--- config.mk ---
export PLATFORM = sky130hd
export DESIGN_NAME = coef_store
export DESIGN_NICKNAME = d
export VERILOG_FILES = /design/src/logic/gat_pkg.sv /design/src/logic/coef_store.sv
export SDC_FILE = /design/constraint.sdc
export NUM_CORES = 1
export LEC_CHECK = 0
export ABC_CLOCK_PERIOD_IN_PS = 3900
export BUFFER_PORTS_ARGS = -buffer_cell sky130_fd_sc_hd__buf_2
export CELL_PAD_IN_SITES_DETAIL_PLACEMENT = 0
export CELL_PAD_IN_SITES_GLOBAL_PLACEMENT = 1
export CORE_UTILIZATION = 40
export DETAILED_ROUTE_END_ITERATION = 10
export HOLD_SLACK_MARGIN = 0.05
export PLACE_DENSITY_LB_ADDON = 0.1
export SLEW_MARGIN = 20
export SYNTH_ARGS = -nofsm -noshare
export SYNTH_HDL_FRONTEND = slang
export SYNTH_SLANG_ARGS = --single-unit
--- constraint.sdc ---
create_clock -name clk -period 3.9 [get_ports clk]
set_clock_uncertainty 0.1 [all_clocks]
set_input_delay 0.78 -clock clk [delete_from_list [all_inputs] [get_ports clk]]
set_output_delay 0.78 -clock clk [all_outputs]
set_load 0.02 [all_outputs]
--- src/logic/gat_pkg.sv ---
/*
  Shared sizes, widths, memory layout and payload types for the
  first GAT attention layer. Modules import this package inside their
  body and use scoped names in their headers.
*/
`default_nettype none

package gat_pkg;

  // ==========================================================
  // Sizes
  // ==========================================================
  localparam int TOTAL_NODES       = 12;
  localparam int NUM_FEATURE_IN    = 8;
  localparam int NUM_FEATURE_OUT   = 4;
  localparam int H_NUM_SPARSE_DATA = 64;
  localparam int DATA_WIDTH        = 8;
  localparam int LEAKY_SHIFT       = 3;

  // ==========================================================
  // Derived widths
  // ==========================================================
  localparam int COL_IDX_WIDTH    = $clog2(NUM_FEATURE_IN);
  // Row length may equal NUM_FEATURE_IN
  localparam int ROW_LEN_WIDTH    = $clog2(NUM_FEATURE_IN + 1);
  localparam int WH_DATA_WIDTH    = 2 * DATA_WIDTH + $clog2(NUM_FEATURE_IN);
  localparam int COEF_WIDTH       = 32;

  // Weight rows, then a_src and a_nbr
  localparam int WEIGHT_DEPTH     = NUM_FEATURE_IN + 2;
  localparam int A_SRC_ROW        = NUM_FEATURE_IN;
  localparam int A_NBR_ROW        = NUM_FEATURE_IN + 1;

  localparam int H_DATA_ADDR_W    = $clog2(H_NUM_SPARSE_DATA);
  localparam int NODE_INFO_ADDR_W = $clog2(TOTAL_NODES);
  localparam int WEIGHT_ADDR_W    = $clog2(WEIGHT_DEPTH);
  localparam int FEAT_ADDR_W      = $clog2(TOTAL_NODES);

  // ==========================================================
  // Payload types
  // ==========================================================
  typedef logic signed [DATA_WIDTH-1:0]    data_t;
  typedef logic signed [WH_DATA_WIDTH-1:0] wh_t;
  typedef logic signed [COEF_WIDTH-1:0]    coef_t;

  typedef struct packed {
    data_t                    value;
    logic [COL_IDX_WIDTH-1:0] col;
  } h_entry_t;

  typedef struct packed {
    logic [ROW_LEN_WIDTH-1:0] row_len;
    logic                     first;
  } node_info_t;

  typedef data_t [NUM_FEATURE_OUT-1:0] wgt_row_t;
  typedef wh_t   [NUM_FEATURE_OUT-1:0] wh_row_t;

endpackage

`default_nettype wire

--- src/logic/coef_store.sv ---
/*
  Result memory for the attention scores. Scores are written in node
  order on the cycle after coef_valid; the host reads them back one
  cycle after feat_bram_addrb. gat_ready rises after the last write.
*/
`default_nettype none

module coef_store #(
  parameter int TOTAL_NODES = 12
) (
  input  logic                            clk,
  input  logic                            rst,
  input  logic                            coef_valid,
  input  gat_pkg::coef_t                  coef,
  input  logic [gat_pkg::FEAT_ADDR_W-1:0] feat_bram_addrb,
  output gat_pkg::coef_t                  feat_bram_dout,
  output logic                            gat_ready
);
  import gat_pkg::*;

  coef_t                  mem [TOTAL_NODES];
  logic                   wr_en;
  coef_t                  wr_data;
  logic [FEAT_ADDR_W-1:0] wr_cnt;

  always_ff @(posedge clk) begin
    if (rst) begin
      wr_en     <= 1'b0;
      wr_cnt    <= '0;
      gat_ready <= 1'b0;
    end else begin
      wr_en <= coef_valid;
      if (wr_en) begin
        wr_cnt <= wr_cnt + 1'b1;
        if (wr_cnt == FEAT_ADDR_W'(TOTAL_NODES - 1)) begin
          gat_ready <= 1'b1;
        end
      end
    end
  end

  always_ff @(posedge clk) begin
    wr_data <= coef;
    if (wr_en) begin
      mem[wr_cnt] <= wr_data;
    end
    feat_bram_dout <= mem[feat_bram_addrb];
  end

  a_no_late_coef: assert property (@(posedge clk) disable iff (rst) gat_ready |-> !coef_valid);

endmodule

`default_nettype wire

Word level (Yosys, flattened, before mapping)
Memory sizes are Yosys's and may differ from the RTL's. A register that Yosys moved wholly into a read port is not among the register bits.
Cells that the tools add are included.
{"block": "word_totals", "register_bits": 38, "ramBits": 384, "in_bits": 39, "mem_count": 1, "out_inout_bits": 33}
{"block": "op_classes", "addsub": 1, "n_eq_ne": 1, "reduce_logical": 1, "muxes": 2}
{"memory": "mem", "depth": 12, "width": 32, "read_ports": 1, "rd_ports_with_merged_regs": 1, "write_ports": 1, "line": "coef_store.sv:21", "source": "coef_t mem [TOTAL_NODES];"}
{"operator": "adder 4 x 1 -> 4 bit, second input constant", "n": 1}
{"operator": "== test 4 bit, second input constant", "n": 1}
{"operator": "2-to-1 mux 1 bit", "n": 2}
{"operator": "AND reduction 2 bit", "n": 1}

Logic depth before layout (Yosys ltp)
{"block": "depth", "depth_word": 2, "depth_mapped": 6}

Worst setup path before layout
No wires, ideal clock.
{"block": "synth_timing", "kind": "register to register", "from": "register wr_en", "to": "memory mem[0][0] (netlist bit) (enable)", "arrival_time_ns": 1.634, "slack_ns": 1.774, "setup_time_ns": 0.392, "stages_incl_launch_ff": 4, "n_path_buf": 1, "period_less_slack_ns": 2.126, "cell_sequence": "dfxtp_1 > clkbuf_1 > nor3b_1 > and2_1"}
{"block": "synth_via", "elab_chain_len": 2}
{"item": "from (decl)", "line": "coef_store.sv:22", "source": "logic wr_en;"}
{"item": "from (signal assigned)", "line": "coef_store.sv:32", "source": "wr_en <= coef_valid;"}
{"item": "2-to-1 mux 1 bit", "line": "coef_store.sv:44", "source": "if (wr_en) begin"}
{"item": "2-to-1 mux 1 bit (not written as such)", "line": "coef_store.sv:45", "source": "mem[wr_cnt] <= wr_data;"}
{"item": "to (decl)", "line": "coef_store.sv:21"}
Every way passes these cells.

==> flow_summary.ini <==
[status]
status = finished, final reports clean

[logic_synthesis]
synth_ff_type = edfxtp_1
yosysWarnings = 0
synth_edf_count = 384
synth_cell_types = 28
synth_area_sq_mm = 0.0165
ys_seq_area_share_pct = 78.2
syn_inst = 823
synth_seq_cells = 454
synth_nets = 866
syn_avg_cell_area_sq_um = 20.1
async_reset_ff_share_pct = 0

[floorplan]
ios = 72
rows = 74
core_area_sq_mm = 0.0408
die_h_um = 205
die_area_sq_mm = 0.0422
fp.dieW_um = 205
start_util_pct = 40.5

[cts]
clkTransAtPathRegs_ns = 0.06
clkSinkCount = 454
cts_resized = 0
hold_buffers = 0
htree_levels = 2
cts_buffer_depth = 3
cts-root-buf = clkbuf_16
numCtsBuffers = 48
post_cts_buffers = 0
cts_tree = built
insertion_delay_ns = 0.57

[critical_path]
cp.arrival_ns = 2.84
cp_data_required_time_ns = 4.23
cp_slowest_cell = buf_2
crit_type = input pin to flop
crit_path_cell_trace = buf_2 > nand2_1 > buf_4 > o22ai_1 > o31ai_2
cp_max_fo = 22
critical-path-max-stage-delay_ns = 0.61
end_kind = flop
startpoint_type = input pin

[pwr]
p_comb_share_pct = 4.2
clock_power_share_pct = 42.7
vdd_drop_max_uv = 301
p_per_area_mw_per_mm2 = 538
power.total_mw = 10.2
swShare_pct = 20.8
net-switching-power_mw = 2.12
seqPwrFrac_pct = 53.1
internal_power_mw = 8.09
leakage_nw = 6.48

[drt]
routed_via_density = 5.21
wl_per_cell_um = 23.8
drcViolationCount = 0
num_vias = 7733
drt-pass1-iter-count = 5
drtIter0Drc = 480
ant_nets = 0
drt_wl_total_um = 35400

[flow_run]
maxCapViolCount = 0

[sta]
tightest_slew_ns = 1.07
slew_viol_final = 0
tns_ns = 0
max_freq_ghz = 0.399
hold_viol_final = 0
fin_ws_ns = 1.39
layout_min_cycle_time_ns = 2.51
period_share_pct = 64.3
finalSetupViolCount = 0
grt_setup_unrepaired = false
max_slew_margin_pct = 28.7

[place]
hpwlAfterDp_um = 18400
place_ws_ns = 0.722
place_congestion = 0.684
port_buffers = 71

[final_layout]
nNetsFinal = 958
drive_gt1_share_pct = 31.0
final_util_pct = 46.5
nFillCells = 3449
area_delta_synth_final_pct = 14.9
final_cell_mix = edfxtp_1, dfxtp_1, buf_2
antenna_cells = 0
final_common_cell = edfxtp_1

[grt]
first_global_vias = 8375
grt_max_degree = 50
grt_pass1_wl_um = 53100
grt_overflow = 0
track_usage_pct = 17.4
antenna_found_initial = 0

[hold_path]
min_path_type = input pin to flop
==> routing by layer <==
| metal | share of wire, % | GRT usage [%] | up-vias |
|---|---|---|---|
| li1 | - | - | 3492 |
| met1 | 45 | 23.4 | 4048 |
| met2 | 49 | 28.7 | 134 |
| met3 | 3.5 | 2.87 | 59 |
| met4 | 2.1 | 5.95 | 0 |
| met5 | 0 | 0 | - |
==> power by group through the flow <==
stage | Combinational [mW] | Clock, mW | Sequential (mW)
after floorplan | 0.260 | 0 | 5.53
after global placement | 0.431 | 0 | 5.52
after detailed placement | 0.437 | 0 | 5.52
after CTS | 0.438 | 4.48 | 5.42
after global routing | 0.461 | 4.66 | 5.43
final | 0.428 | 4.37 | 5.42
==> area by class of cell <==
type	instances	area (sq um)	share of cell area (%)
Sequential cell	454	12900	68.1
Timing Repair Buffer	85	524	2.76
Clock inverter	15	126	0.665
Multi-Input combinational cell	324	3360	17.7
Inverter	2	7.51	0.0395
Clock buffer	72	1380	7.28
Tap cell	532	666	3.50
==> Yosys cell counts, drive strengths merged (4+ instances only) <==
master	n	share of area (%)
and2	12	0.45
dfxtp	70	8.5
mux4	32	4.4
buf	31	1.4
mux2i	65	3.9
edfxtp	384	70
mux2	64	4.4
o31ai	32	2.4
nand2	34	0.77
ha	4	0.30
nor2	6	0.14
clkbuf	12	0.28
a22o	32	1.7
o22ai	32	1.2
==> kinds of logic after synthesis <==
| kind of cell | after synthesis | synth area share [%] |
|---|---|---|
| adder cells (fa/ha/maj) | 4 | 0.303 |
| XOR/XNOR | 3 | 0.159 |
| AND/OR/NAND/NOR | 59 | 1.66 |
| buffers and inverters | 45 | 1.69 |
| AO/OA/AOI/OAI | 97 | 5.33 |
| flip-flops | 454 | 78.2 |
| multiplexers | 161 | 12.7 |
==> sequential cells by signal (all words and copies together), names as in the netlist <==
name            flops
feat_bram_dout     32
wr_cnt              4
wr_data            32
wr_en               1
gat_ready           1
mem               384
==> critical path: cells and delay by family <==
family          cells  cell delay [ns]
buf+inv             2             1.06
compound gates      2             0.37
simple gates        1             0.58
==> final timing paths <==
check	slack, ns	startpoint	to	depth (start not counted)
max	1.39	feat_bram_addrb[0]	feat_bram_dout[30]	5
min	0.21	coef[6]	wr_data[6]	1
max reg2reg	1.77	wr_en	mem[9][17]	2
min reg2reg	0.39	gat_ready	gat_ready	2
==> metrics by stage <==
step                instances  cell area, sq um  hold WS [ns]
finish                   1484             19000         0.206
global route             1484             19000         0.178
CTS                      1483             19000         0.171
detailed placement       1396             17400         0.379
global placement         1396             17400         0.378
floorplan                 823             16500         0.409
(Power assumes the default switching activity.)
