**src/logic/gat_pkg.sv**
```systemverilog
/*
  Shared sizes, widths, memory layout and payload types for the
  first GAT attention layer. Modules import this package inside their
  body and use scoped names in their headers.
*/
`default_nettype none

package gat_pkg;

  // ==========================================================
  // Sizes
  // ==========================================================
  localparam int TOTAL_NODES       = 12;
  localparam int NUM_FEATURE_IN    = 8;
  localparam int NUM_FEATURE_OUT   = 4;
  localparam int H_NUM_SPARSE_DATA = 64;
  localparam int DATA_WIDTH        = 8;
  localparam int LEAKY_SHIFT       = 3;

  // ==========================================================
  // Derived widths
  // ==========================================================
  localparam int COL_IDX_WIDTH    = $clog2(NUM_FEATURE_IN);
  // Row length may equal NUM_FEATURE_IN
  localparam int ROW_LEN_WIDTH    = $clog2(NUM_FEATURE_IN + 1);
  localparam int WH_DATA_WIDTH    = 2 * DATA_WIDTH + $clog2(NUM_FEATURE_IN);
  localparam int COEF_WIDTH       = 32;

  // Weight rows, then a_src and a_nbr
  localparam int WEIGHT_DEPTH     = NUM_FEATURE_IN + 2;
  localparam int A_SRC_ROW        = NUM_FEATURE_IN;
  localparam int A_NBR_ROW        = NUM_FEATURE_IN + 1;

  localparam int H_DATA_ADDR_W    = $clog2(H_NUM_SPARSE_DATA);
  localparam int NODE_INFO_ADDR_W = $clog2(TOTAL_NODES);
  localparam int WEIGHT_ADDR_W    = $clog2(WEIGHT_DEPTH);
  localparam int FEAT_ADDR_W      = $clog2(TOTAL_NODES);

  // ==========================================================
  // Payload types
  // ==========================================================
  typedef logic signed [DATA_WIDTH-1:0]    data_t;
  typedef logic signed [WH_DATA_WIDTH-1:0] wh_t;
  typedef logic signed [COEF_WIDTH-1:0]    coef_t;

  typedef struct packed {
    data_t                    value;
    logic [COL_IDX_WIDTH-1:0] col;
  } h_entry_t;

  typedef struct packed {
    logic [ROW_LEN_WIDTH-1:0] row_len;
    logic                     first;
  } node_info_t;

  typedef data_t [NUM_FEATURE_OUT-1:0] wgt_row_t;
  typedef wh_t   [NUM_FEATURE_OUT-1:0] wh_row_t;

endpackage

`default_nettype wire

```
**src/logic/gat_wh_if.sv**
```systemverilog
/*
  WH row link from the SpMM stage to the DMVM stage.
  valid is a one-cycle strobe per node; a_ready flows back as a level
  once the attention vectors are loaded.
*/
`default_nettype none

interface gat_wh_if;
  import gat_pkg::*;

  logic    valid;
  wh_row_t wh;
  logic    first;
  logic    a_ready;

  modport producer (output valid, output wh, output first, input a_ready);

  modport consumer (input valid, input wh, input first, output a_ready);

endinterface

`default_nettype wire

```
**src/logic/dmvm_stage.sv**
```systemverilog
/*
  Attention score per node. Loads a_src and a_nbr once the weights are
  in, then runs a 3-stage pipeline: element products, the two dot
  product sums with the target hold, and target plus neighbour sum
  through a leaky ReLU.
*/
`default_nettype none

module dmvm_stage #(
  parameter int LEAKY_SHIFT = 3
) (
  input  logic                              clk,
  input  logic                              rst,
  input  logic                              wgt_load_done,
  output logic [gat_pkg::WEIGHT_ADDR_W-1:0] wgt_addr,
  input  gat_pkg::wgt_row_t                 wgt_data,
  gat_wh_if.consumer                        wh,
  output logic                              coef_valid,
  output gat_pkg::coef_t                    coef
);
  import gat_pkg::*;

  logic [1:0] fetch_cnt;
  wgt_row_t   a_src;
  wgt_row_t   a_nbr;
  coef_t      p_src [NUM_FEATURE_OUT];
  coef_t      p_nbr [NUM_FEATURE_OUT];
  logic       v1;
  logic       f1;
  logic       v2;
  logic       seen_valid;
  coef_t      sum_src;
  coef_t      sum_nbr;
  coef_t      nbr_s2;
  coef_t      tgt_src;
  coef_t      raw;

  // ==========================================================
  // Attention vector fetch
  // ==========================================================
  assign wgt_addr   = (fetch_cnt == 2'd0) ? WEIGHT_ADDR_W'(A_SRC_ROW) : WEIGHT_ADDR_W'(A_NBR_ROW);
  assign wh.a_ready = (fetch_cnt == 2'd3);

  always_ff @(posedge clk) begin
    if (rst) begin
      fetch_cnt <= 2'd0;
    end else if (fetch_cnt != 2'd3 && (fetch_cnt != 2'd0 || wgt_load_done)) begin
      fetch_cnt <= fetch_cnt + 2'd1;
    end
  end

  always_ff @(posedge clk) begin
    if (fetch_cnt == 2'd1) begin
      a_src <= wgt_data;
    end
    if (fetch_cnt == 2'd2) begin
      a_nbr <= wgt_data;
    end
  end

  // ==========================================================
  // Score pipeline
  // ==========================================================
  always_comb begin
    sum_src = '0;
    sum_nbr = '0;
    for (int i = 0; i < NUM_FEATURE_OUT; i++) begin
      sum_src = sum_src + p_src[i];
      sum_nbr = sum_nbr + p_nbr[i];
    end
  end

  assign raw = tgt_src + nbr_s2;

  always_ff @(posedge clk) begin
    if (rst) begin
      v1         <= 1'b0;
      v2         <= 1'b0;
      coef_valid <= 1'b0;
    end else begin
      v1         <= wh.valid;
      v2         <= v1;
      coef_valid <= v2;
    end
  end

  always_ff @(posedge clk) begin
    for (int i = 0; i < NUM_FEATURE_OUT; i++) begin
      p_src[i] <= a_src[i] * wh.wh[i];
      p_nbr[i] <= a_nbr[i] * wh.wh[i];
    end
    f1     <= wh.first;
    nbr_s2 <= sum_nbr;
    // Target of a new subgraph
    if (v1 && f1) begin
      tgt_src <= sum_src;
    end
    coef <= raw[COEF_WIDTH-1] ? (raw >>> LEAKY_SHIFT) : raw;
  end

  always_ff @(posedge clk) begin
    if (rst) begin
      seen_valid <= 1'b0;
    end else if (wh.valid) begin
      seen_valid <= 1'b1;
    end
  end

  a_first_is_target: assert property (@(posedge clk) disable iff (rst)
    (wh.valid && !seen_valid) |-> wh.first);

endmodule

`default_nettype wire

```
**src/flat_wrapper.sv**
```systemverilog
// flat-port wrapper written by rule: the top's interface ports become plain ports
module dmvm_stage_flat import gat_pkg::*;
#(
  parameter int LEAKY_SHIFT = 3
)
  (clk, rst, wgt_load_done, wgt_addr, wgt_data, coef_valid, coef, wh_valid, wh_wh, wh_first, wh_a_ready);
  gat_wh_if wh_i ();
  input  logic clk;
  input  logic rst;
  input  logic wgt_load_done;
  output logic [gat_pkg::WEIGHT_ADDR_W-1:0] wgt_addr;
  input  gat_pkg::wgt_row_t wgt_data;
  output logic coef_valid;
  output gat_pkg::coef_t coef;
  input wire logic [$bits(wh_i.valid)-1:0] wh_valid;
  input wire logic [$bits(wh_i.wh)-1:0] wh_wh;
  input wire logic [$bits(wh_i.first)-1:0] wh_first;
  output wire logic [$bits(wh_i.a_ready)-1:0] wh_a_ready;
  assign wh_i.valid = wh_valid;
  assign wh_i.wh = wh_wh;
  assign wh_i.first = wh_first;
  assign wh_a_ready = wh_i.a_ready;
  dmvm_stage #(.LEAKY_SHIFT(LEAKY_SHIFT)) u_core (.clk(clk), .rst(rst), .wgt_load_done(wgt_load_done), .wgt_addr(wgt_addr), .wgt_data(wgt_data), .wh(wh_i), .coef_valid(coef_valid), .coef(coef));
endmodule
```
**config.mk**
```make
export PLATFORM = sky130hd
export DESIGN_NAME = dmvm_stage_flat
export DESIGN_NICKNAME = d
export VERILOG_FILES = /design/src/logic/gat_pkg.sv /design/src/logic/gat_wh_if.sv /design/src/logic/dmvm_stage.sv /design/src/flat_wrapper.sv
export SDC_FILE = /design/constraint.sdc
export NUM_CORES = 2
export LEC_CHECK = 0
export BUFFER_PORTS_ARGS = -buffer_cell sky130_fd_sc_hd__buf_4
export CORE_MARGIN = 5
export CORE_UTILIZATION = 40
export DETAILED_ROUTE_END_ITERATION = 8
export PLACE_DENSITY_LB_ADDON = 0.2
export RECOVER_POWER = 50
export SLEW_MARGIN = 0
export SYNTH_ARGS = -nofsm -noshare
export SYNTH_HDL_FRONTEND = slang
export SYNTH_SLANG_ARGS = --single-unit
```
**constraint.sdc**
```tcl
create_clock -name clk -period 6 [get_ports clk]
set_clock_uncertainty 0.15 [all_clocks]
set_input_delay 0.6 -clock clk [delete_from_list [all_inputs] [get_ports clk]]
set_output_delay 0.6 -clock clk [all_outputs]
set_load 0.005 [all_outputs]
```
== Word level (Yosys, flattened, before mapping) ==
Memories as Yosys holds them, arrays and structs flattened.
Index checks and enable logic that the tools add are counted.

* Flip-flop bits (word level): 166
* Bits in latches: 0
* Bits in writable memories: 256
* Memory bits (read-only): 0
* Input bits: 113
* Word-level logic and storage cells: 46
* Memories kept: 2

{| class="wikitable"
|+ Memories
! memory !! words !! bits a word !! rd ports !! clocked after memory_dff !! write ports !! line !! source
|-
| u_core.p_nbr || 4 || 32 || 4 || 0 || 4 || dmvm_stage.sv:27 || <nowiki>coef_t p_nbr [NUM_FEATURE_OUT];</nowiki>
|-
| u_core.p_src || 4 || 32 || 4 || 0 || 4 || dmvm_stage.sv:26 || <nowiki>coef_t p_src [NUM_FEATURE_OUT];</nowiki>
|}

* Add/sub/neg operators: 8
* Multiply operators: 8
* Div/mod/pow operators: 0
* $lt $le $gt $ge: 0
* Eq/ne operators: 4
* Shift operators: 0
* Muxes and demuxes: 2
* Bitwise operators: 0
* Reductions and logical operators: 5

{| class="wikitable"
|+ Operator list
! operator !! count
|-
| 32-bit adder || 7
|-
| 8-bit by 19-bit multiplier with 27-bit output || 8
|-
| 32-bit 2-to-1 mux || 1
|-
| 2-bit == test (second input constant) || 2
|-
| 2-bit by 1-bit adder with 2-bit output (second input constant) || 1
|-
| 2-bit by 1-bit == test with 1-bit output (second input constant) || 1
|-
| 1-bit logical AND || 2
|-
| 2-bit zero test || 1
|-
| 2-bit inequality test (second input constant) || 1
|-
| 2-bit nonzero test || 1
|-
| 1-bit logical OR || 1
|-
| 1-bit 2-to-1 mux || 1
|}

== Logic depth before layout (Yosys ltp) ==
An unclocked memory read counts as a cell.

* Depth after elaboration: 4
* Mapped depth: 21
* Mapped depth without buffers: 20

== Worst setup path before layout ==
OpenSTA, ideal clock, no wires.

* Kind: register to register
* Start: reg u_core.a_nbr[23] (netlist name)
* End: mem u_core.p_nbr[2][30] (netlist name)
* Library setup time: 0.120 ns
* Arrival: 5.122 ns
* Data required time: 5.730 ns
* Setup slack: 0.608 ns
* Cell stages (with the launch flop): 21
* Buffers on the path: 1
* Clock period less this slack: 5.392 ns
* Path through: edfxtp_1 -> inv_1 -> buf_1 -> nor2_1 -> fa_1 -> fa_1 -> fa_1 -> inv_1 -> fa_1 -> inv_1 -> ha_1 -> or4_1 -> o21ai_0 -> a31oi_1 -> a22o_1 -> or4_1 -> a31oi_1 -> nor2b_1 -> o21ai_1 -> a21oi_1 -> xnor2_1

{| class="wikitable"
|+ RTL lines
! element !! line !! source
|-
| from (decl) || dmvm_stage.sv:25 || <nowiki>wgt_row_t a_nbr;</nowiki>
|-
| from (signal assigned) || dmvm_stage.sv:57 || <nowiki>a_nbr <= wgt_data;</nowiki>
|-
| to (decl) || dmvm_stage.sv:27 ||
|}

==> impl_results.md <==
- Die Footprint: roughly 0.15 mm²
- Synth Flop Type: dfxtp_1
- Post-synthesis sequential area ratio: 0.148
- Vias in the first global route: around 43000
- CTS tree: yes
- Layout Utilization: 0.443
- Fin nets: 7956
- Hold Vio Cnt, Final: 0
- Port buffer count: 147
- Final Cycle Share: 0.962
- Core box area: about 0.14 mm²
- Worst setup SP type: register
- Critical Path Sink Type: register
- Mapped Cells: slightly above 6000
- Fraction of layout cells with a size suffix above 1: 0.0571
- DRT iter0 DRCs: approximately 2100
- Routed wire length per instance: around 19 µm
- Cell Rows: about 140
- Starting Density: 0.404
- Final setup viols: 0
- Die Height: 391 µm
- TritonCTS Buffers: a little under 50
- Final Wtd Congestion: between 0.8 and 0.9
- Worst r2r src: u_core.a_nbr[19]
- Root buffer cell: clkbuf_16
- Vias per cell: between 4 and 5
- Area delta synth->final: 9.87%
- Routed vias: 40077
- R2r setup slk: around 0.23 ns
- GRT Overall Usage: 0.205
- Worst Path Arrival: about 6.2 ns
- Worst Hold Launch: wh_wh[0]
- Syn Area/Cell: roughly 9.6 µm²
- Worst-Margin Slew: 3.52 ns
- Post-CTS sizing: 0
- First-pass iteration count of the detailed router: 6
- Rel. slew slack: -1.35
- Maximum achievable frequency: 173 MHz
- CP Class: register to register
- Crit Path Max Fanout: 12
- Drc violations: 0
- Global-route wire length before repair: between 200000 and 250000 µm
- Final Max Slew Viols: 99
- Hold Crit Class: input port to register
- Clk_lat worst skew: between 0.6 and 0.7 ns
- Setup TNS: 0 ns
- Top Ports: about 150
- Total grt overflow: 0
- Post-route ant nets: 0
- Mapped Area: between 0.05 and 0.06 mm²
- Max-cap violations: 3
- FF+latch count, synth: ~380
- Async S/R FF share, synth: 0
- Clk sinks: roughly 380
- Initial antenna violation count: 7
- H-tree depth reported by CTS: 2
- Largest net degree at the start of global routing: 33
- Die Width: 391 µm
- Post-synth EDFFs: between 90 and 100
- Worst-case reg-to-reg path depth: 18
- Clock Tree Buf Depth: 3
- Outcome: complete, but fails checks
- Synth Warn #: 0
- CP required: 6.41 ns
- Yosys cell types: 81
- Violated checks: max-capacitance violations, max-slew violations
- Hold-critical path depth: 2
- Dpl hpwl: 127000 µm
- RSZ-0062 raised after global routing: false
- Detailed Route WL: ~150000 µm
- Hold endpoint: u_core.p_src[0][0]
- Tmin final: approximately 5.8 ns
- Worst-path clk slew: ~0.070 ns
- Capturing point of the worst reg2reg path: u_core.p_nbr[2][24]
-- area by class of cell --
class / count / area [µm²]
fillers: 14003 / 80100
multi-input cells: 4162 / 43700
flip-flops and latches: 382 / 8610
inverters: 1375 / 5160
well taps: 1903 / 2380
repair buffers: 293 / 2220
clock buffers: 51 / 1240
clock inverters: 41 / 474
diodes: 6 / 15.0
-- per-layer routing --
layer | vias up | track usage | part of all wire
li1 | 18775 | - | -
met1 | 20433 | 0.281 | 0.45
met2 | 724 | 0.350 | 0.48
met3 | 139 | 0.0265 | 0.045
met4 | 6 | 0.0420 | 0.022
met5 | - | 0 | 0.00018
-- state kept, by name, summed over array words and instances (netlist names), 2 cells and up --
signal,flops
u_core.p_nbr,108
u_core.p_src,108
u_core.a_nbr,32
u_core.a_src,32
u_core.coef,32
u_core.nbr_s2,32
u_core.tgt_src,32
u_core.fetch_cnt,2
-- worst max-delay path by stage --
stage | startpoint | to | slack [ns] | depth (start not counted)
3_5_place_dp | wh_wh[45] | u_core.p_nbr[2][30] | 0.17 | 19
5_1_grt | u_core.a_src[24] | u_core.p_src[3][25] | 0.001 | 17
6_report | u_core.a_nbr[19] | u_core.p_nbr[2][24] | 0.23 | 18
2_1_floorplan | u_core.a_nbr[23] | u_core.p_nbr[2][30] | 0.61 | 20
4_1_cts | u_core.a_nbr[18] | u_core.p_nbr[2][30] | 0.26 | 18
3_3_place_gp | wh_wh[45] | u_core.p_nbr[2][30] | 0.14 | 19
-- logic make-up after synthesis --
| kind of cell | after synthesis | share of synthesized area |
|---|---|---|
| and+or+nand+nor | 1667 | 0.156 |
| xor gates and xnor gates | 281 | 0.0427 |
| other | 2 | 0.000129 |
| DFF | 382 | 0.148 |
| muxes | 30 | 0.00621 |
| adders and majority gates | 1580 | 0.480 |
| AOI/OAI and AO/OA | 601 | 0.0670 |
| buffers and inverters | 1529 | 0.0994 |
-- stage by stage --
stage / std cells / area [µm²] / setup WS [ns] / hold slack, ns
floorplan: 6073 / 58000 / 0.608 / 0.264
finish: 8213 / 63800 / 0.228 / 0.168
global placement: 8055 / 61600 / 0.145 / 0.283
detailed placement: 8055 / 61600 / 0.174 / 0.292
CTS: 8182 / 63600 / 0.258 / 0.121
global route: 8208 / 63800 / 0.000989 / 0.141
-- repair_timing --
item	in CTS	in global routing
hold buffers	35	0
buffers inserted	0	25
endpoints found under the setup margin	0	6
hold endpoints to repair	70	0
-- cells in the final DEF, fill, tap and decap left out, drive strengths merged, types with 96 or more instances in the layout --
cell type / n
ha: 501
nor2: 252
fa: 1079
xnor2: 216
edfxtp: 96
o21ai: 116
clkbuf: 125
dfxtp: 286
inv: 1384
buf: 184
a21oi: 186
nand2: 275
a21o: 102
and2: 898
-- synth_stat cells (all sizes together), types with 21 or more instances --
cell,n,area [µm²]
a21o,102,766
a21oi,186,935
and2,898,5620
clkbuf,143,537
dfxtp,286,5730
edfxtp,96,2880
fa,1079,21600
ha,501,6270
inv,1368,5130
mux2,21,270
nand2,275,1030
nand2b,62,388
nand3,39,195
nor2,252,946
nor2b,39,244
nor3,33,170
o21a,48,360
o21ai,116,584
o21bai,24,180
xnor2,216,1910
xor2,65,569
-- critical path, stage by stage, from the launching register on --
cell      delay, ns
edfxtp_1       0.59
and2_1         0.24
fa_1           0.49
fa_1           0.51
fa_1           0.49
inv_1          0.05
fa_1           0.48
inv_1          0.04
ha_1           0.32
or4_1          0.49
o21ai_0        0.09
a31oi_1        0.13
a22o_1         0.34
or4_1          0.43
a31oi_1        0.28
nor2b_1        0.08
o21ai_1        0.17
and2b_1        0.16
xnor2_1        0.11
Power is not shown: default switching activity piles up to over one toggle a cycle in this logic, so the estimate is an artifact.
