**src/logic/gat_bram.sv**
```systemverilog
/*
  Block memory with one write port and two registered read ports.
  The payload type and depth are set per instance; read data appears
  one cycle after the address.
*/
`default_nettype none

module gat_bram #(
  parameter type payload_t = logic [7:0],
  parameter int  DEPTH     = 16,
  localparam int ADDR_W    = $clog2(DEPTH)
) (
  input  logic              clk,
  input  logic              wr_en,
  input  logic [ADDR_W-1:0] wr_addr,
  input  payload_t          wr_data,
  input  logic [ADDR_W-1:0] rd_addr_b,
  output payload_t          rd_data_b,
  input  logic [ADDR_W-1:0] rd_addr_c,
  output payload_t          rd_data_c
);

  payload_t mem [DEPTH];

  always_ff @(posedge clk) begin
    if (wr_en) begin
      mem[wr_addr] <= wr_data;
    end
    rd_data_b <= mem[rd_addr_b];
    rd_data_c <= mem[rd_addr_c];
  end

  a_wr_in_range: assert property (@(posedge clk) wr_en |-> (wr_addr < DEPTH));

endmodule

`default_nettype wire

```
**config.mk**
```make
export PLATFORM = sky130hd
export DESIGN_NAME = gat_bram
export DESIGN_NICKNAME = d
export VERILOG_FILES = /design/src/logic/gat_bram.sv
export SDC_FILE = /design/constraint.sdc
export NUM_CORES = 1
export LEC_CHECK = 0
export BUFFER_PORTS_ARGS = -buffer_cell sky130_fd_sc_hd__buf_2
export CORE_MARGIN = 2
export CORE_UTILIZATION = 45
export CTS_CLUSTER_SIZE = 24
export DETAILED_ROUTE_END_ITERATION = 6
export GPL_ROUTABILITY_DRIVEN = 0
export HOLD_SLACK_MARGIN = 0.03
export PLACE_DENSITY = 0.68
export SYNTH_ARGS = -nofsm -noshare
export SYNTH_HDL_FRONTEND = slang
export SYNTH_SLANG_ARGS = --single-unit
export TNS_END_PERCENT = 10
```
**constraint.sdc**
```tcl
create_clock -name clk -period 3 [get_ports clk]
set_input_delay 0.3 -clock clk [delete_from_list [all_inputs] [get_ports clk]]
set_output_delay 0.3 -clock clk [all_outputs]
set_load 0.005 [all_outputs]
```
After elaboration in Yosys (flattened, before gate mapping)
Memory sizes are Yosys's and may differ from the RTL's. A register that Yosys moved wholly into a read port is not among the register bits.
Cells that the tools add are included.

word-level totals
  input port bits = 22
  RAM bits = 128
  word-level logic and storage cells = 3
  flip-flop bits (word level) = 0
  memories kept = 1

memory list
  memory  words  bits a word  rd ports  clocked after memory_dff  wr ports  RTL line  text
  mem     16     8            2         2                         1         23        payload_t mem [DEPTH];

cells by class
  muxes and demuxes = 2

operator list
  operator          number
  2-to-1 mux 1 bit  2

Depth between registers and ports, before layout
Gate-level depths: netlist of run 1.

  word-level depth = 2
  gate-level depth with buffers = 5

Worst setup path after synthesis of run 1
No wires, ideal clock.

  path type = input -> register
  from = input wr_addr[2]
  to = memory mem[0][0] (netlist bit), enable pin
  slack = 1.207 ns
  cell stages on the path = 2
  data arrival time = 1.410 ns
  setup time = 0.383 ns
  cells stage by stage = or3b_2 -> nor3_1

RTL lines
  item         RTL line  text
  from (decl)  15        input logic [ADDR_W-1:0] wr_addr,
  to (decl)    23

No word-level cell before the write port.

==> results.md, run 1 <==
* Run status: completed
* Comb power frac at approximately 6.6%
* FF+latch count, synth at about 140
* Largest net degree at the start of global routing at 33
* Final #Nets at 379
* Largest delay contributor family on the critical path: buffers and inverters
* RSZ-0062 raised after global routing: no
* WP data arrival at 1.80 ns
* Detailed Routing Iterations Pass 1 at 5
* Most common cell after layout, fill and taps aside: edfxtp_1
* Post-CTS sizing at 0
* Setup violators final at 0
* Share of power burned in registers at 47.9%
* ANT nets after route at 0
* Critical setup path kind: in -> reg
* Routed vias/inst at slightly above 6
* Syn_nets at roughly 330
* Yosys cell types at 20
* Net Sw Frac at 20.01%
* Worst-Skew Late Latency at 0.42 ns
* Initial antenna violation count at 0
* N_diodes at 0
* Post CTS Setup Buffer Count at 0
* Sequential share of the synthesized area at 65.62%
* Avg Cell Area, Syn at approximately 21 um^2
* IO Port Bufs at 37
* HP Class: in -> reg
* Synth Cell Area at 6346 um^2
* Num rows at between 40 and 50
* Die Area at 15070 um^2
* Fin. max-slew vios at 0
* Clock network power share at 45.4%
* Synthesis-to-finish area growth at 15.22%
* Starting density of the core at 45.90%
* Clock Skews at 0.004443 ns
* P_leak at 2.524 nW
* First-pass GRT wire length at 19580 um
* Gate count after technology mapping at 307
* Detailed placer's ending HPWL at 8636 um
* Worst-path maximum fanout at 32
* Yosys warns at 0
* Vias at around 3300
* Total GRT Usage at roughly a fifth
* Post-synth top area cell: edfxtp_1
* CP Cell Sequence: buf_2, mux4_4, a22oi_1, nand2_1
* Vias in the first global route at approximately 3300
* Worst setup SP type: input pin
* Psw at 0.0009484 W
* Filler cells at 1071
* Worst-margin pin slew at 1.008 ns
* Most frequent cells in the layout: edfxtp_1, buf_2, mux4_2, a22oi_1, mux4_1
* DRC Markers at 0
* Clk sink count at 144
* Required @ worst endpoint at 3.29 ns
* Peak supply drop at 0.5027 mV
* Max Freq at 660.5 MHz
* Global route overflow at 0
* Fin. Hold Viols at 0
* Largest stage delay on the critical path at 0.60 ns
* Slowest cell on the critical path: buf_2
* CTS Root Buffer Type: clkbuf_16
* WL final at 13330 um
* Crit path capture type: flip-flop
* CTS tree: done
* Routed WL per cell at ~24 um
* Shortest period the worst path allows at 1.514 ns
* Overall power at 0.004741 W
* Clock slew seen by the registers of the worst setup and hold paths at 0.06 ns
* Layout cells sized above 1 at 31.71%
* Max-Cap Viols at 0
* H-tree Lvls at 4
* Initial DRC Count at between 300 and 400
* Internal power at 0.003792 W
* Setup Total Neg Slack at 0 ns
* Leading post-synthesis cells by cell area: edfxtp_1, mux4_2, mux4_1, dfxtp_1, a22oi_1
* Core region area at 13830 um^2
* Total CTS buffers at 17
* Pwr/cell area at between 600 and 700 nW/um^2
* DIE HEIGHT at 122.8 um
* Cts hold-fix bufs at 0
* Final worst-path cycle share at 50.46%
* Die Wd at 122.8 um
* Top cell type's share of synthesized area at 60.57%
* Slew headroom at 32.56%
* IO Pins at 38
* Buf+Inv Stages, Crit Path at 1
* Clock Path Buffers at 2
[state kept, by name, summed over array words and instances, names as in the netlist]
register and flops:
mem 128, rd_data_b 8, rd_data_c 8
[worst reg2reg max path, stage by stage (launching register included)]
cell,delay [ns]
edfxtp_1,0.38
mux4_4,0.59
a22oi_1,0.22
nand2_1,0.11
[kinds of logic after synthesis]
group                  share of synthesized area (%)
AOI/OAI and AO/OA                              3.785
and+or+nand+nor                                3.430
buffers and inverters                          2.721
DFF                                            65.62
muxes                                          24.45
[path summary, 6_finish.rpt]
kind	cells past startpoint	endpoint	from	slack (ns)
min	1	mem[3][6]	wr_data[6]	0.26
max reg2reg	3	rd_data_c[7]	mem[0][7]	1.56
min reg2reg	3	rd_data_b[1]	mem[12][1]	0.70
max	4	rd_data_c[7]	rd_addr_c[1]	1.49
[Yosys cell counts]
cell type	instances
and2_1	2
nand3b_1	2
edfxtp_1	128
a22oi_1	32
buf_6	6
nand2_1	17
and2b_1	2
nand2b_1	2
clkdlybuf4s25_2	6
dfxtp_1	16
buf_2	6
buf_4	2
nor2_1	14
nand3_1	1
mux4_2	34
nor3_1	4
mux4_1	28
mux4_4	2
or3b_2	1
nor2b_1	2
[final cells by class]
class / instances / area (um^2) / share of cell area, %
multi-input cells: 143 / 2009 / 27.48
repair buffers: 51 / 302.8 / 4.141
clock buffers: 19 / 442.9 / 6.057
flip-flops and latches: 144 / 4164 / 56.95
well taps: 180 / 225.2 / 3.080
clock inverters: 12 / 167.7 / 2.293
[metal layers]
metal	wire (um)	track usage, %
met5	0	0
met4	163	5.891
met3	874	4.647
met2	6737	30.87
met1	5550	25.66
[stage by stage]
stage / utilization [%] / hold slack (ns) / setup WS (ns) / area [um^2] / std cells
6_report: 52.88 / 0.2643 / 1.486 / 7312 / 549
5_1_grt: 52.88 / 0.2643 / 1.397 / 7312 / 549
4_1_cts: 52.88 / 0.2514 / 1.490 / 7312 / 549
3_5_place_dp: 48.47 / 0.6798 / 1.046 / 6701 / 518
3_3_place_gp: 48.47 / 0.6763 / 1.032 / 6701 / 518
2_1_floorplan: - / 0.3989 / 1.207 / 6346 / 307
[power groups by stage]
stage	clock, W	sequential (W)	combinational (W)
floorplan	0	0.00230	0.000203
global placement	0	0.00231	0.000313
detailed placement	0	0.00231	0.000317
CTS	0.00218	0.00227	0.000318
global route	0.00228	0.00228	0.000340
finish	0.00215	0.00227	0.000315
Power figures use the tool's default switching activity.
==> inputs of run 2 (changes only) <==
==> constraint.sdc (replaced) <==
create_clock -name clk -period 1.4 [get_ports clk]
set_input_delay 0.14 -clock clk [delete_from_list [all_inputs] [get_ports clk]]
set_output_delay 0.14 -clock clk [all_outputs]
set_load 0.005 [all_outputs]
==> results.md, run 2 (synthesis results as in run 1) <==
* Global route overflow at 0
* Slew headroom at 32.34%
* H-tree Lvls at 4
* Final #Nets at about 410
* Setup Total Neg Slack at 0 ns
* Detailed placer's ending HPWL at 9184 um
* Initial antenna violation count at 0
* Area taken by multi-input logic gates at ~2100 um^2
* RSZ-0062 raised after global routing: yes
* P_leak at 2.687 nW
* Clock Path Buffers at 2
* Synthesis-to-finish area growth at 20.23%
* Max-Cap Viols at 0
* WP data arrival at 1.70 ns
* IO Port Bufs at 37
* Worst-margin pin slew at 1.013 ns
* Reg with most FFs: mem
* Reg2Reg Depth at 3
* WL final at 14200 um
* R2r setup slk at 0.0006 ns
* First-pass GRT wire length at 20970 um
* Starting density of the core at approximately 46%
* Total GRT Usage at between 20 and 25%
* Peak supply drop at 0.8758 mV
* CTS tree: done
* FF+latch area at 4164 um^2
* IO Pins at 38
* Worst Hold End: mem[6][4]
* Worst hold start: wr_data[4]
* HP Class: in -> reg
* Largest net degree at the start of global routing at 20
* Hold_ws at 0.09959 ns
* Final worst-path cycle share at 99.96%
* Routed WL per cell at between 20 and 25 um
* Die Area at 15070 um^2
* R2R Path End: rd_data_b[0]
* Crit path capture type: flip-flop
* Initial DRC Count at 411
* CP Cell Sequence: mux4_4, a22oi_2, nand2_1
* Max Freq at 714.6 MHz
* Core region area at 13830 um^2
* Post-Route Utilization at 55.18%
* Critical setup path kind: reg -> reg
* Overall power at 0.01001 W
* Clock slew seen by the registers of the worst setup and hold paths at 0.06 ns
* Global routing usage on met1 at between 20% and 30%
* Clock Skews at 0.01024 ns
* Busiest grt layer: met2
* DRC Markers at 0
* Most common cell after layout, fill and taps aside: edfxtp_1
* CTS Root Buffer Type: clkbuf_16
* Post CTS Setup Buffer Count at 0
* Layout cells sized above 1 at between 30% and 40%
* Fin. max-slew vios at 0
* Hold path depth at 1
* Worst setup SP type: flip-flop
* Run status: completed
* Met2 usage at around a third
* Final instance area at between 7000 and 8000 um^2
* DIE HEIGHT at 122.8 um
* Shortest period the worst path allows at 1.399 ns
* Pwr/cell area at 1312 nW/um^2
* Cts hold-fix bufs at 0
* ANT nets after route at 0
* Setup violators final at 0
* Max reg flops at 128
* Detailed Routing Iterations Pass 1 at 5
* Routed vias/inst at 6.063
* Die Wd at 122.8 um
* Required @ worst endpoint at 1.70 ns
* Worst-Skew Late Latency at 0.42 ns
* Largest stage delay on the critical path at 0.63 ns
* N_diodes at 0
* Slowest cell on the critical path: mux4_4
* Clk sink count at 144
* Source of the worst register-to-register timing path: mem[2][0]
* Post-DP Area at about 7000 um^2
* Worst-path maximum fanout at 2
* Filler cells at 1045
* Most frequent cells in the layout: edfxtp_1, buf_2, mux4_2, buf_4, mux4_1
* Met3 Use GR at 4.647%
* Biggest registers after layout: mem: 128 flops, rd_data_b: 8 flops, rd_data_c: 8 flops
* Vias in the first global route at between 3000 and 4000
* Fin. Hold Viols at 0
* Vias at about 3500
* Num rows at 43
* Total CTS buffers at 17
==> run 2: changes by cell type in the layout (fill, tap and decap cells not counted), sizes merged <==
cell      change
inv           +1
clkbuf        +1
clkinv        +2
buf          +26
clkinvlp      -1
bufinv        -2
==> run 2: final cells by class <==
class | count | share of cell area (%)
clock buffers | 20 | 5.986
clock inverters | 12 | 1.525
multi-input cells | 143 | 27.12
flip-flops and latches | 144 | 54.58
well taps | 180 | 2.952
repair buffers | 77 | 7.839
==> run 2: critical path: cells and delay by family (launching register included) <==
kind | cells | cell delay (ns)
AND/OR/NAND/NOR | 1 | 0.07
flip-flops | 1 | 0.40
AO/OA/AOI/OAI | 1 | 0.19
multiplexers | 1 | 0.63
==> run 2: layer usage <==
metal / wire length, um / up-vias
met4: 323 / 0
met2: 7054 / 173
li1: - / 1492
met5: 0 / -
met3: 1192 / 22
met1: 5630 / 1805
==> run 2: how the worst max path moves through the flow <==
| stage | startpoint | to | cells past startpoint |
|---|---|---|---|
| after global placement | rd_addr_b[0] | rd_data_b[6] | 6 |
| final | mem[2][0] | rd_data_b[0] | 3 |
| after floorplan | wr_addr[2] | mem[3][0] | 2 |
| after detailed placement | rd_addr_c[0] | rd_data_c[6] | 6 |
| after CTS | mem[0][7] | rd_data_c[7] | 3 |
| after global routing | mem[2][0] | rd_data_b[0] | 3 |
==> run 2: stage by stage <==
stage / setup WS (ns) / std cells
3_3_place_gp: -0.1897 / 544
2_1_floorplan: -0.006146 / 307
5_1_grt: -0.03899 / 576
6_report: 0.0005893 / 576
4_1_cts: -0.001065 / 576
3_5_place_dp: -0.1966 / 544
==> run 2: repair_timing <==
item | 4_1_cts | 5_1_grt
setup endpoints to repair | 3 | 12
pin swaps | 1 | 4
resized for setup | 2 | 9
==> run 2: report_power, final <==
| group | internal, W | leakage [nW] | switching, W | total, W |
|---|---|---|---|---|
| Combinational | 0.000399 | 1.11 | 0.000397 | 0.000796 |
| Clock | 0.00269 | 0.289 | 0.00165 | 0.00434 |
| Sequential | 0.00481 | 1.29 | 0.0000592 | 0.00487 |
==> inputs of run 3 (changes only) <==
==> constraint.sdc (replaced) <==
create_clock -name clk -period 1.55 [get_ports clk]
set_input_delay 0.155 -clock clk [delete_from_list [all_inputs] [get_ports clk]]
set_output_delay 0.155 -clock clk [all_outputs]
set_load 0.005 [all_outputs]
==> results.md, run 3 (synthesis results as in run 1) <==
* Run status: completed
* Initial DRC Count at 454
* Crit path capture type: flip-flop
* Source of the worst register-to-register timing path: mem[9][3]
* Num rows at 43
* Worst hold start: wr_data[0]
* CP startpoint: mem[9][3]
* R2r setup slk at 0.11 ns
* Layout cells sized above 1 at 35.99%
* IO Port Bufs at 37
* HP Class: in -> reg
* Filler cells at 1066
* IO Pins at 38
* Setup Total Neg Slack at 0 ns
* Total GRT Usage at around a fifth
* Worst setup SP type: flip-flop
* Clk sink count at 144
* Most frequent cells in the layout: edfxtp_1, buf_2, mux4_2, a22oi_1, mux4_1
* Fin. max-slew vios at 0
* Global route overflow at 0
* Hold_ws at roughly 0.12 ns
* R2R Path End: rd_data_c[3]
* H-tree Lvls at 4
* Setup violators final at 0
* Biggest registers after layout: mem: 128 flops, rd_data_b: 8 flops, rd_data_c: 8 flops
* DIE HEIGHT at approximately 120 um
* Cts hold-fix bufs at 0
* Critical setup path kind: reg -> reg
* Shortest period the worst path allows at about 1.4 ns
* Max Freq at 696.6 MHz
* Clock slew seen by the registers of the worst setup and hold paths at 0.06 ns
* Core region area at between 10000 and 15000 um^2
* Post-CTS sizing at 0
* Post-Route Utilization at roughly 55%
* FF+latch area at 4164 um^2
* Starting density of the core at 45.90%
* Clock Skews at 0.006982 ns
* DRC Markers at 0
* Post CTS Setup Buffer Count at 0
* Vias in the first global route at 3459
* Worst-Skew Late Latency at between 0.4 and 0.5 ns
* WP data arrival at roughly 1.7 ns
* Worst Hold End: mem[14][0]
* Clock Path Buffers at 2
* Routed vias/inst at approximately 6.0
* Vias at ~3400
* Initial antenna violation count at 0
* Most common cell after layout, fill and taps aside: edfxtp_1
* Reg with most FFs: mem
* Largest net degree at the start of global routing at 20
* Buf+Inv Stages, Crit Path at 0
* CTS Root Buffer Type: clkbuf_16
* Setup WS pre-CTS at -0.05268 ns
* Worst-path maximum fanout at 2
* Die Area at roughly 15000 um^2
* Largest stage delay on the critical path at 0.53 ns
* Detailed Routing Iterations Pass 1 at 5
* ANT nets after route at 0
* Worst-margin pin slew at 0.9420 ns
* Area taken by multi-input logic gates at 2014 um^2
* Synthesis-to-finish area growth at 19.91%
* Slew headroom at 37.07%
* P_leak at 2.683 nW
* Total CTS buffers at 17
* Pwr/cell area at 1264 nW/um^2
* Detailed placer's ending HPWL at just over 9000 um
* Reg2Reg Depth at 3
* CTS tree: done
* Final #Nets at 398
* Slowest cell on the critical path: mux4_1
* Fin. Hold Viols at 0
* First-pass GRT wire length at 20880 um
* RSZ-0062 raised after global routing: no
* Max reg flops at 128
* Largest delay contributor family on the critical path: multiplexers
* Final worst-path cycle share at between 90 and 100%
* Max-Cap Viols at 0
* CP Cell Sequence: mux4_1, a22oi_1, nand2_1
* WL final at 13970 um
* Hold path depth at 1
* PnR worst setup slack at ~0.11 ns
* Peak supply drop at 0.8013 mV
* N_diodes at 0
* Routed WL per cell at about 25 um
* Die Wd at 122.8 um
* Required @ worst endpoint at 1.85 ns
run 3: cell count changes in the layout (fill, tap and decap cells not counted), moves of 3 or more:
cell	delta
clkinv_4	+5
clkinv_2	-7
a22oi_1	+11
buf_4	-6
bufinv_16	+3
a22oi_2	-11
run 3: stage by stage:
stage                     total power (W)  instance area, um^2  std cells
final                            0.009621                 7610        569
after CTS                        0.009688                 7610        569
after global routing             0.009925                 7610        569
after detailed placement         0.005153                 6937        537
after global placement           0.005138                 6937        537
after floorplan                  0.004854                 6351        307
run 3: worst max path at each step:
| stage | slack (ns) | cells past startpoint | endpoint |
|---|---|---|---|
| after floorplan | 0.13 | 2 | mem[3][0] |
| after global placement | -0.04 | 6 | rd_data_c[6] |
| after detailed placement | -0.05 | 6 | rd_data_c[6] |
| after CTS | 0.14 | 3 | rd_data_c[3] |
| after global routing | 0.04 | 3 | rd_data_c[3] |
| final | 0.11 | 3 | rd_data_c[3] |
run 3: cell type report:
type,count,area share [%]
timing repair buffer,70,7.004
tap,180,2.960
sequential,144,54.72
clock inverter,12,2.713
clock buffer,20,6.133
multi-input combinational,143,26.47
run 3: layer usage:
metal  share of wire [%]  vias up  GRT usage (%)
met2                  50      136          32.56
met5                   0        -              0
met4                 1.6        0          6.825
met1                  43     1802          26.20
li1                    -     1478              -
met3                 5.8       17          6.320
run 3: worst register-to-register path, cell delays in order (launching register included):
cell and delay, ns:
edfxtp_1 0.38, mux4_1 0.53, a22oi_1 0.32, nand2_1 0.08
run 3: power by group:
group	leakage, nW	internal [W]	switching, W	total [W]
registers	1.29	0.00434	0.0000534	0.00440
clock network	0.326	0.00299	0.00156	0.00455
logic	1.07	0.000337	0.000339	0.000675
total	2.68	0.00767	0.00195	0.00962
